**config.mk**
```make
export PLATFORM = sky130hd
export DESIGN_NAME = life_core_top
export DESIGN_NICKNAME = d
export VERILOG_FILES = /design/src/verilog/life_pkg.sv /design/src/verilog/life_core_top.sv /design/src/verilog/life_frame_scanner.sv /design/src/verilog/life_gen_engine.sv /design/src/verilog/life_grid_banks.sv
export SDC_FILE = /design/constraint.sdc
export NUM_CORES = 1
export LEC_CHECK = 0
export BUFFER_PORTS_ARGS = -buffer_cell sky130_fd_sc_hd__buf_2
export CORE_ASPECT_RATIO = 1.75
export CORE_MARGIN = 10
export CORE_UTILIZATION = 30
export CTS_CLUSTER_DIAMETER = 120
export DETAILED_ROUTE_END_ITERATION = 10
export GPL_TIMING_DRIVEN = 0
export PLACE_DENSITY = 0.56
export SETUP_SLACK_MARGIN = 0.1
export SLEW_MARGIN = 5
export SYNTH_ARGS = -nofsm -noshare
export SYNTH_HDL_FRONTEND = slang
export SYNTH_SLANG_ARGS = --single-unit
```
**constraint.sdc**
```tcl
create_clock -name out_stream_aclk -period 6.2 [get_ports out_stream_aclk]
set_clock_uncertainty 0.15 [all_clocks]
set_input_delay 0.93 -clock out_stream_aclk [delete_from_list [all_inputs] [get_ports out_stream_aclk]]
set_output_delay 0.93 -clock out_stream_aclk [all_outputs]
set_load 0.03 [all_outputs]
```
**src/verilog/life_pkg.sv**
```systemverilog
package life_pkg;

    // --------------------------------------------------
    // Pixel format
    // --------------------------------------------------
    localparam int PIXEL_W = 24;

    typedef logic [PIXEL_W-1:0] pixel_t;  // {red, green, blue}

    // Dark red for dead cells, pale blue for live ones
    localparam pixel_t ALIVE_COLOR = {8'hCB, 8'hFF, 8'hFF};
    localparam pixel_t DEAD_COLOR  = {8'hCB, 8'h00, 8'h00};

    // --------------------------------------------------
    // Control state machines
    // --------------------------------------------------
    typedef enum logic [2:0] {
        GEN_IDLE,
        GEN_PRIME,   // Two row reads fill the window
        GEN_FETCH,
        GEN_WRITE,
        GEN_SWAP,
        GEN_ACK
    } gen_state_t;

    typedef enum logic {
        LOAD_IDLE,
        LOAD_ACK
    } load_state_t;

endpackage
```
**src/verilog/life_core_top.sv**
```systemverilog
`timescale 1ns/1ps

module life_core_top #(
    parameter int GRID_W = 16,
    parameter int GRID_H = 12,
    localparam int ROW_AW = $clog2(GRID_H)
) (
    input  logic              out_stream_aclk,
    input  logic              axi_resetn,

    // Host load port
    input  logic              load_req,
    input  logic [ROW_AW-1:0] load_row,
    input  logic [GRID_W-1:0] load_data,
    output logic              load_ack,

    // Host step port
    input  logic              step_req,
    output logic              step_ack,

    // Pixel stream
    output life_pkg::pixel_t  pix_data,
    output logic              pix_valid,
    input  logic              pix_ready,
    output logic              pix_sof,
    output logic              pix_last
);

    // --------------------------------------------------
    // Engine and scanner links to the banks
    // --------------------------------------------------
    logic [ROW_AW-1:0] gen_rd_row;
    logic [GRID_W-1:0] gen_rd_data;
    logic              gen_wr_en;
    logic [ROW_AW-1:0] gen_wr_row;
    logic [GRID_W-1:0] gen_wr_data;
    logic              swap;        // Flips front and back banks
    logic [ROW_AW-1:0] disp_rd_row;
    logic [GRID_W-1:0] disp_rd_data;

    life_grid_banks #(.GRID_W(GRID_W), .GRID_H(GRID_H)) banks_i (
        .out_stream_aclk, .axi_resetn,
        .load_req, .load_row, .load_data, .load_ack,
        .gen_rd_row, .gen_rd_data,
        .gen_wr_en, .gen_wr_row, .gen_wr_data,
        .swap,
        .disp_rd_row, .disp_rd_data
    );

    life_gen_engine #(.GRID_W(GRID_W), .GRID_H(GRID_H)) engine_i (
        .out_stream_aclk, .axi_resetn,
        .step_req, .step_ack,
        .gen_rd_row, .gen_rd_data,
        .gen_wr_en, .gen_wr_row, .gen_wr_data,
        .swap
    );

    life_frame_scanner #(.GRID_W(GRID_W), .GRID_H(GRID_H)) scanner_i (
        .out_stream_aclk, .axi_resetn,
        .disp_rd_row, .disp_rd_data,
        .pix_data, .pix_valid, .pix_ready, .pix_sof, .pix_last
    );

endmodule

```
**src/verilog/life_frame_scanner.sv**
```systemverilog
`timescale 1ns/1ps

module life_frame_scanner #(
    parameter int GRID_W = 16,
    parameter int GRID_H = 12,
    localparam int ROW_AW = $clog2(GRID_H)
) (
    input  logic                 out_stream_aclk,
    input  logic                 axi_resetn,

    // Bank read
    output logic [ROW_AW-1:0]    disp_rd_row,
    input  logic [GRID_W-1:0]    disp_rd_data,

    // Pixel stream
    output life_pkg::pixel_t     pix_data,
    output logic                 pix_valid,
    input  logic                 pix_ready,
    output logic                 pix_sof,
    output logic                 pix_last
);

    localparam int XW = $clog2(GRID_W);

    typedef logic [GRID_W-1:0] row_t;

    logic [XW-1:0]     x;
    logic [ROW_AW-1:0] y;
    logic [ROW_AW-1:0] y_next;
    logic [XW-1:0]     bit_idx;
    logic              sending;   // Low during the fetch cycle of a row
    logic              last_col;
    row_t              row_q;     // Row being sent

    assign last_col = (x == XW'(GRID_W - 1));
    assign y_next   = (y == ROW_AW'(GRID_H - 1)) ? '0 : y + 1'b1;

    // Next row is addressed while the last beat waits, so the
    // fetch cycle finds it on the read port
    assign disp_rd_row = (sending && last_col) ? y_next : y;

    // --------------------------------------------------
    // Raster counters
    // --------------------------------------------------
    always_ff @(posedge out_stream_aclk) begin
        if (!axi_resetn) begin
            x       <= '0;
            y       <= '0;
            sending <= 1'b0;
        end else if (!sending) begin
            sending <= 1'b1;
        end else if (pix_ready) begin
            if (last_col) begin
                x       <= '0;
                y       <= y_next;
                sending <= 1'b0;
            end else begin
                x <= x + 1'b1;
            end
        end
    end

    always_ff @(posedge out_stream_aclk) begin
        if (!sending) begin
            row_q <= disp_rd_data;
        end
    end

    // --------------------------------------------------
    // Pixel and flags
    // --------------------------------------------------
    // Leftmost pixel comes from the MSB
    assign bit_idx = XW'(GRID_W - 1) - x;

    assign pix_data  = row_q[bit_idx] ? life_pkg::ALIVE_COLOR : life_pkg::DEAD_COLOR;
    assign pix_valid = sending;
    assign pix_sof   = (x == '0) && (y == '0);
    assign pix_last  = last_col;   // End of row

endmodule

```
**src/verilog/life_gen_engine.sv**
```systemverilog
`timescale 1ns/1ps

module life_gen_engine #(
    parameter int GRID_W = 16,
    parameter int GRID_H = 12,
    localparam int ROW_AW = $clog2(GRID_H)
) (
    input  logic              out_stream_aclk,
    input  logic              axi_resetn,

    // Host step handshake
    input  logic              step_req,
    output logic              step_ack,

    // Bank access
    output logic [ROW_AW-1:0] gen_rd_row,
    input  logic [GRID_W-1:0] gen_rd_data,
    output logic              gen_wr_en,
    output logic [ROW_AW-1:0] gen_wr_row,
    output logic [GRID_W-1:0] gen_wr_data,
    output logic              swap
);

    typedef logic [GRID_W-1:0] row_t;

    life_pkg::gen_state_t gen_state;
    logic [ROW_AW-1:0]    rd_row;        // Address one step ahead of the window
    logic [ROW_AW-1:0]    rd_row_next;
    logic [ROW_AW-1:0]    wr_row;        // Row being computed
    logic                 prime_second;
    logic                 last_row;
    row_t                 top_r, mid_r, bot_r;
    row_t                 next_row;

    assign last_row    = (wr_row == ROW_AW'(GRID_H - 1));
    assign rd_row_next = (rd_row == ROW_AW'(GRID_H - 1)) ? rd_row : rd_row + 1'b1;

    assign gen_rd_row  = rd_row;
    assign gen_wr_row  = wr_row;
    assign gen_wr_data = next_row;
    assign gen_wr_en   = (gen_state == life_pkg::GEN_WRITE);
    assign swap        = (gen_state == life_pkg::GEN_SWAP);
    assign step_ack    = (gen_state == life_pkg::GEN_ACK);

    // --------------------------------------------------
    // Step sequencer
    // --------------------------------------------------
    always_ff @(posedge out_stream_aclk) begin
        if (!axi_resetn) begin
            gen_state    <= life_pkg::GEN_IDLE;
            rd_row       <= '0;
            wr_row       <= '0;
            prime_second <= 1'b0;
        end else begin
            case (gen_state)
                life_pkg::GEN_IDLE: begin
                    if (step_req) begin  // Row 0 already on the read port
                        rd_row       <= rd_row_next;
                        wr_row       <= '0;
                        prime_second <= 1'b0;
                        gen_state    <= life_pkg::GEN_PRIME;
                    end
                end
                life_pkg::GEN_PRIME: begin
                    prime_second <= 1'b1;
                    if (prime_second) begin
                        gen_state <= life_pkg::GEN_WRITE;
                    end else begin
                        rd_row <= rd_row_next;
                    end
                end
                life_pkg::GEN_FETCH: begin
                    rd_row    <= rd_row_next;
                    gen_state <= life_pkg::GEN_WRITE;
                end
                life_pkg::GEN_WRITE: begin
                    if (last_row) begin
                        gen_state <= life_pkg::GEN_SWAP;
                    end else begin
                        wr_row    <= wr_row + 1'b1;
                        gen_state <= life_pkg::GEN_FETCH;
                    end
                end
                life_pkg::GEN_SWAP: begin
                    rd_row    <= '0;  // Park on row 0 for the next step
                    gen_state <= life_pkg::GEN_ACK;
                end
                life_pkg::GEN_ACK:  if (!step_req) gen_state <= life_pkg::GEN_IDLE;
                default:            gen_state <= life_pkg::GEN_IDLE;
            endcase
        end
    end

    // Three-row window, rows above and below the grid are dead
    always_ff @(posedge out_stream_aclk) begin
        if (gen_state == life_pkg::GEN_IDLE) begin
            top_r <= '0;
            mid_r <= '0;
            bot_r <= '0;
        end else if (gen_state == life_pkg::GEN_PRIME || gen_state == life_pkg::GEN_FETCH) begin
            top_r <= mid_r;
            mid_r <= bot_r;
            bot_r <= (gen_state == life_pkg::GEN_FETCH && last_row) ? '0 : gen_rd_data;
        end
    end

    // --------------------------------------------------
    // Next row, all cells at once
    // --------------------------------------------------
    logic [GRID_W+1:0] top_p, mid_p, bot_p;  // Dead column padding on both edges

    assign top_p = {1'b0, top_r, 1'b0};
    assign mid_p = {1'b0, mid_r, 1'b0};
    assign bot_p = {1'b0, bot_r, 1'b0};

    for (genvar i = 0; i < GRID_W; i++) begin : g_cell
        logic [3:0] n_cnt;

        assign n_cnt = 4'(top_p[i]) + 4'(top_p[i+1]) + 4'(top_p[i+2])
                     + 4'(mid_p[i]) + 4'(mid_p[i+2])
                     + 4'(bot_p[i]) + 4'(bot_p[i+1]) + 4'(bot_p[i+2]);
        // Birth on three, survival on two or three
        assign next_row[i] = (n_cnt == 4'd3) || (mid_r[i] && n_cnt == 4'd2);
    end

endmodule

```
**src/verilog/life_grid_banks.sv**
```systemverilog
`timescale 1ns/1ps

module life_grid_banks #(
    parameter int GRID_W = 16,
    parameter int GRID_H = 12,
    localparam int ROW_AW = $clog2(GRID_H)
) (
    input  logic              out_stream_aclk,
    input  logic              axi_resetn,

    // Host row load
    input  logic              load_req,
    input  logic [ROW_AW-1:0] load_row,
    input  logic [GRID_W-1:0] load_data,
    output logic              load_ack,

    // Generation engine
    input  logic [ROW_AW-1:0] gen_rd_row,
    output logic [GRID_W-1:0] gen_rd_data,
    input  logic              gen_wr_en,
    input  logic [ROW_AW-1:0] gen_wr_row,
    input  logic [GRID_W-1:0] gen_wr_data,
    input  logic              swap,

    // Frame scanner
    input  logic [ROW_AW-1:0] disp_rd_row,
    output logic [GRID_W-1:0] disp_rd_data
);

    typedef logic [GRID_W-1:0] row_t;

    row_t                  bank_mem [2][GRID_H];  // [bank][row]
    logic                  front_sel;             // Index of the front bank
    life_pkg::load_state_t load_state;
    logic                  load_wr;

    // --------------------------------------------------
    // Host load handshake
    // --------------------------------------------------
    assign load_wr  = (load_state == life_pkg::LOAD_IDLE) && load_req;
    assign load_ack = (load_state == life_pkg::LOAD_ACK);

    always_ff @(posedge out_stream_aclk) begin
        if (!axi_resetn) begin
            load_state <= life_pkg::LOAD_IDLE;
        end else begin
            case (load_state)
                life_pkg::LOAD_IDLE: if (load_req) load_state <= life_pkg::LOAD_ACK;
                life_pkg::LOAD_ACK:  if (!load_req) load_state <= life_pkg::LOAD_IDLE;
                default:             load_state <= life_pkg::LOAD_IDLE;
            endcase
        end
    end

    // --------------------------------------------------
    // Bank select
    // --------------------------------------------------
    always_ff @(posedge out_stream_aclk) begin
        if (!axi_resetn) begin
            front_sel <= 1'b0;
        end else if (swap) begin
            front_sel <= ~front_sel;
        end
    end

    // Loads land in the front bank, new generation in the back one
    always_ff @(posedge out_stream_aclk) begin
        if (load_wr && (int'(load_row) < GRID_H)) begin
            bank_mem[front_sel][load_row] <= load_data;
        end
        if (gen_wr_en) begin
            bank_mem[~front_sel][gen_wr_row] <= gen_wr_data;
        end
    end

    // Both read ports registered, one cycle latency
    always_ff @(posedge out_stream_aclk) begin
        gen_rd_data  <= bank_mem[front_sel][gen_rd_row];
        disp_rd_data <= bank_mem[front_sel][disp_rd_row];
    end

endmodule

```
### After elaboration in Yosys (flattened, before gate mapping)

Memory sizes are Yosys's and may differ from the RTL's. A register that Yosys moved wholly into a read port is not among the register bits.
Index checks and enable logic that the tools add are counted.

| operators by class | value |
|---|---|
| reduce and logical (&&, ||, !) cells | 52 |
| add/subtract/negate cells | 110 |
| mux-type cells | 41 |
| bitwise gates (word level) | 6 |
| order comparisons | 8 |
| equality and inequality tests | 46 |

Operator list:

| kind | count |
|---|---|
| two-way mux 192 bit | 2 |
| adder 4 x 1 -> 4 bit | 89 |
| binary-select mux 16 bit (select 4 bit) | 2 |
| demux 16 bit (select 4 bit) | 2 |
| == test 4 x 2 -> 1 bit (second input constant) | 32 |
| two-way mux 16 bit | 8 |
| two-way mux 4 bit | 8 |
| adder 1 x 1 -> 2 bit | 15 |
| logical AND 1 bit | 23 |
| >= comparator 5 bit (second input constant) | 4 |
| NOT 4 -> 5 bit | 4 |
| one-hot mux 3 bit (6 select lines) | 1 |
| logical OR 1 bit | 17 |
| adder 4 x 1 -> 4 bit (second input constant) | 4 |
| == test 4 bit (second input constant) | 4 |
| one-hot mux 4 bit (4 select lines) | 1 |
| two-way mux 3 bit | 4 |
| AND reduction 3 bit | 4 |
| < comparator 5 x 1 -> 1 bit (second input constant) | 2 |
| two-way mux 1 bit | 10 |
| zero test 4 bit | 2 |
| inequality test 2 bit (second input constant) | 4 |
| one-hot mux 4 bit (2 select lines) | 1 |
| == test 3 x 2 -> 1 bit (second input constant) | 2 |
| 14 further kinds | 18 |

| storage, ports and cells | value |
|---|---|
| RAM bits | 384 |
| word-level logic and storage cells | 279 |
| bits of input ports | 25 |
| register bits | 119 |
| memories kept | 1 |
| output and inout bits | 29 |

Memories:

| memory | words | width | read ports | clocked after Yosys merged registers in | wr ports | RTL line | text |
|---|---|---|---|---|---|---|---|
| banks_i.bank_mem | 2 | 192 | 1 | 1 | 2 | life_grid_banks.sv:32 | `row_t bank_mem [2][GRID_H];` |

### Logic depth before layout (Yosys ltp)

| logic depth | value |
|---|---|
| depth after elaboration | 10 |
| depth in mapped cells | 13 |
| depth with buffers taken out | 12 |

### Hierarchy

From an unflattened synthesis, not the netlist that was laid out.

| unflattened totals | value |
|---|---|
| cell total of the unflattened synthesis | 2,244 |
| area, all modules | 30,291.6 um^2 |

Modules (own cells, without submodules):

| module | seq. area each (um^2) | cells an instance | area an instance (um^2) | instances |
|---|---|---|---|---|
| life_grid_banks | 12,231.7 | 1,558 | 24,024.3 | 1 |
| life_gen_engine | 1,201.2 | 569 | 4,887.2 | 1 |
| life_frame_scanner | 660.6 | 117 | 1,380.1 | 1 |

### Least setup slack after synthesis

OpenSTA, ideal clock, no wires.

| path | value |
|---|---|
| path type | flip-flop to flip-flop |
| start point | reg engine_i.top_r[1] |
| end point | mem banks_i.bank_mem[0][145] (netlist name), data pin |
| slack | 2.600 ns |
| data arrival time | 3.298 ns |
| buffers on the path | 1 |
| library setup time | 0.152 ns |
| stages on the path, launching flop included | 14 |
| data required time | 5.898 ns |
| cells stage by stage | dfxtp_1 > ha_1 > inv_1 > fa_1 > fa_1 > inv_1 > fa_1 > inv_1 > fa_1 > a2111oi_0 > a21oi_1 > or3_1 > clkbuf_1 > o21ai_0 |

RTL lines:

| element | RTL line | text |
|---|---|---|
| start: declaration | life_gen_engine.sv:32 | `row_t top_r, mid_r, bot_r;` |
| start signal: assignment | life_gen_engine.sv:101 | `top_r <= mid_r;` |
| end: declaration | life_grid_banks.sv:32 |  |

==> results.md <==
Logic synthesis:
- The share of Yosys cell area claimed by the top area cell type is 0.394.
- By area the synthesized netlist is led by sky130_fd_sc_hd__edfxtp_1, sky130_fd_sc_hd__mux4_2, sky130_fd_sc_hd__nand2_1.
- The leading area contributor after synthesis is sky130_fd_sc_hd__edfxtp_1.
- Yosys mapped the design onto 64 distinct sky130hd cell types.
- Synthesis inferred 504 register bits.
- The warning count from the yosys run is 0.
- The average instance in the mapped netlist occupies 10.2 sq um.
- The cell area that synthesis handed to floorplanning was 0.0305 sq mm.
- The predominant post-synthesis flop cell is sky130_fd_sc_hd__edfxtp_1.
- The number of flops mapped to enable cells by yosys is 400.
- Counting flops with an async set or reset pin after synthesis yields a share of 0.
- The sequential cell area fraction in the yosys report is 0.463.
- Counting every instance in the synthesized netlist gives 2,982.

Routing:
- The routed layout has 26,100 vias.
- After detailed routing, the total wire length is 151,000 um.
- The detailed router finished its first iteration with 3,819 violations.
- In the final routed layout, each cell accounts on average for 33.7 um.
- Using the TritonRoute via totals, the vias-per-cell ratio works out to 5.83.
- The remaining design rule violation count is 0.
- The count of nets left with antenna violations once routing finished came out at 0.
- The first TritonRoute pass finished after 6 iterations.

Global routing:
- The global-route wire length before repair is 205,000 um.
- The via count of the first global-routing pass is 25,800.
- The initial antenna violation count was 5.
- Across every metal layer, demand over resource in global routing totals 0.257.
- The remaining global-route overflow is 0.
- Entering global routing, the biggest net connects 17 pins.

Run status:
- The final reports fail on capacitance limit, slew limit.
- The run finished, with violations left.

Floorplan:
- The horizontal die dimension is 261 um.
- The starting density of the core is 0.302.
- The floorplan has 154 rows.
- During I/O placement, the number of pins put on the boundary was 54.
- The die height is 442 um.
- The region available for standard cell placement spans 0.101 sq mm.
- The die covers 0.115 sq mm.

Worst hold path:
- In this run the worst hold path is classified as register to register.
- The end point of the worst hold path is scanner_i.row_q[6].
- The startpoint identified for the worst hold timing path is banks_i.disp_rd_data[6].
- The worst hold path passes through 0 cells.

Clock network:
- TritonCTS built the clock tree.
- The count of hold buffers inserted by post-cts repair is 0.
- The root buffer cell is sky130_fd_sc_hd__clkbuf_16.
- The number of clock buffers inserted by TritonCTS is 49.
- The tree built by TritonCTS fans out to 504 sinks.
- The number of gates resized after CTS is 0.
- The worst-case clock buffer depth is 3.
- The later-pin clock latency in the skew report is 0.65 ns.
- The number of levels in the clock H-tree is 2.
- The count of buffers added by post-CTS timing repair for setup is 0.
- Clock-pin slew was measured on the worst setup and hold paths at 0.07 ns.

Worst setup path:
- The data arrival time of the critical path is 5.25 ns.
- The register-to-register setup slack is 1.10 ns.
- The worst setup path is of the register to register kind.
- The critical register-to-register path startpoint is engine_i.top_r[3].
- The worst reg-to-reg path cell count is 13.
- The type of origin of the critical path is a register.
- The worst register-to-register path ends at banks_i.bank_mem[1][147].
- Of all nets on the critical path, the largest fanout is 10.
- Data on the critical path is required at its endpoint by 6.36 ns.
- The critical path endpoint category is a register.

Place:
- The HPWL after detailed placement is 116,000 um.
- The cell count after placement is 4,380.
- The congestion estimate from routability-driven global placement came to 1.05.
- Before CTS, the worst setup slack after placement is 1.42 ns.
- The number of buffers inserted by port buffering is 45.

Timing:
- In the final timing run, aggregate negative setup slack is 0 ns.
- Subtracting the final worst setup slack from the clock period gives 5.10 ns.
- The worst slew margin relative to its limit is -0.0245.
- The final hold slack is 0.251 ns.
- Setup repair after global routing left no endpoint under its margin.
- The count of endpoints failing hold in the final timing report is 0.
- The maximum clock frequency is 196 MHz.
- The final number of max-transition violations is 4.
- The final setup violation count is 0.
- The worst setup slack after layout is 1.10 ns.
- The period utilization is 0.822.
- For the pin with the worst max-slew slack, the measured transition is 1.52 ns.

Pwr:
- The largest vdd supply drop is 0.205 mV.
- For this design the static power due to leakage is 12.4 nW.
- For this design the ratio of total power to cell area is 261 mW/mm^2.

Final layout:
- Counting the fill cells in the layout gives 10,200.
- The most frequent standard cell in the layout excluding fill and tap cells is sky130_fd_sc_hd__nand2_1.
- Relative to the synthesized area, the layout overhead comes to 13.3%.
- The net count reported at finish is 3,246.
- The top cell types in the final layout, fill and taps aside, are sky130_fd_sc_hd__nand2_1, sky130_fd_sc_hd__o21ai_0, sky130_fd_sc_hd__edfxtp_1.
- Measured on the finished design, the core utilization comes to 0.342.
- After the flow finishes, the layout carries non-filler instances totaling 4,476.
- In the final layout, the share of cells above drive strength 1 is 0.152.

Job:
- The max-cap check violation count is 3.
## per-stage QoR
stage	power [mW]	instance area (sq um)
final	9.00	34500
after floorplan	4.80	30500
after global placement	5.67	32400
after global routing	9.20	34500
after detailed placement	5.70	32800
after CTS	8.90	34500
## report_power, final
part	internal (mW)	switching, mW
combinational	0.488	1.42
sequential	3.73	0.0827
clock	1.81	1.47
total	6.03	2.96
## Yosys cell counts (54+ instances only)
master	n
sky130_fd_sc_hd__nand2_1	677
sky130_fd_sc_hd__o21ai_0	486
sky130_fd_sc_hd__edfxtp_1	400
sky130_fd_sc_hd__clkbuf_1	168
sky130_fd_sc_hd__inv_1	162
sky130_fd_sc_hd__mux4_2	148
sky130_fd_sc_hd__dfxtp_1	104
sky130_fd_sc_hd__nand3_1	84
sky130_fd_sc_hd__a31oi_1	76
sky130_fd_sc_hd__mux2i_1	62
sky130_fd_sc_hd__fa_1	60
sky130_fd_sc_hd__buf_2	59
sky130_fd_sc_hd__ha_1	54
## worst max-delay path, cell delays in order, from the launching register on
cell	delay, ns
sky130_fd_sc_hd__dfxtp_1	0.41
sky130_fd_sc_hd__ha_1	0.26
sky130_fd_sc_hd__inv_1	0.07
sky130_fd_sc_hd__fa_1	0.43
sky130_fd_sc_hd__fa_1	0.49
sky130_fd_sc_hd__inv_1	0.05
sky130_fd_sc_hd__fa_1	0.38
sky130_fd_sc_hd__inv_1	0.08
sky130_fd_sc_hd__fa_1	0.18
sky130_fd_sc_hd__a2111oi_0	0.06
sky130_fd_sc_hd__a21oi_1	0.13
sky130_fd_sc_hd__or3_1	0.78
sky130_fd_sc_hd__clkbuf_1	1.05
sky130_fd_sc_hd__o21ai_0	0.25
## cell type report
type                    count  area, sq um  share of cell area
clock buffers              66         1370              0.0397
well taps                1326         1660              0.0481
flip-flops and latches    504        14100               0.408
clock inverters            25          312             0.00903
repair buffers             68          577              0.0167
diodes                      3         7.51            0.000218
inverters                 162          608              0.0176
multi-input cells        2022        14500               0.421
plain buffers             300         1360              0.0393
## flip-flops by register name, indices dropped and copies added (netlist names), named ones only
name	flops
banks_i.bank_mem	384
banks_i.disp_rd_data	16
banks_i.gen_rd_data	16
engine_i.bot_r	16
engine_i.mid_r	16
engine_i.top_r	16
scanner_i.row_q	16
engine_i.gen_rd_row	4
engine_i.gen_wr_row	4
scanner_i.x	4
scanner_i.y	4
engine_i.gen_state	3
banks_i.front_sel	1
banks_i.load_ack	1
engine_i.prime_second	1
scanner_i.pix_valid	1
## per-layer routing
layer  up-vias  track usage  share of wire
li1      11000            -              -
met1     12900        0.264           0.32
met2      1719        0.452           0.50
met3       470       0.0339          0.080
met4         4        0.231           0.11
met5         -     0.000421        0.00017
## logic make-up (layout without fill, tap and decap cells)
| logic type | Yosys count | count (layout) | share of synthesized area |
|---|---|---|---|
| XOR/XNOR | 10 | 10 | 0.00287 |
| AO/OA/AOI/OAI | 743 | 743 | 0.139 |
| flip-flops | 504 | 504 | 0.463 |
| adder cells (fa/ha/maj) | 114 | 114 | 0.0616 |
| AND/OR/NAND/NOR | 888 | 888 | 0.120 |
| other | 2 | 11 | 0.000247 |
| buffers and inverters | 462 | 621 | 0.0645 |
| multiplexers | 259 | 259 | 0.148 |
## worst max-delay path by stage
| stage | slack (ns) | to | from |
|---|---|---|---|
| finish | 1.10 | banks_i.bank_mem[1][147] | engine_i.top_r[3] |
| global placement | 1.18 | banks_i.bank_mem[1][144] | load_req |
| CTS | 1.41 | banks_i.bank_mem[1][147] | engine_i.top_r[3] |
| global route | 1.05 | banks_i.bank_mem[1][147] | engine_i.top_r[3] |
| detailed placement | 1.42 | banks_i.bank_mem[1][147] | engine_i.top_r[3] |
| floorplan | 2.60 | banks_i.bank_mem[0][145] | engine_i.top_r[1] |
Power figures use the tool's default switching activity.
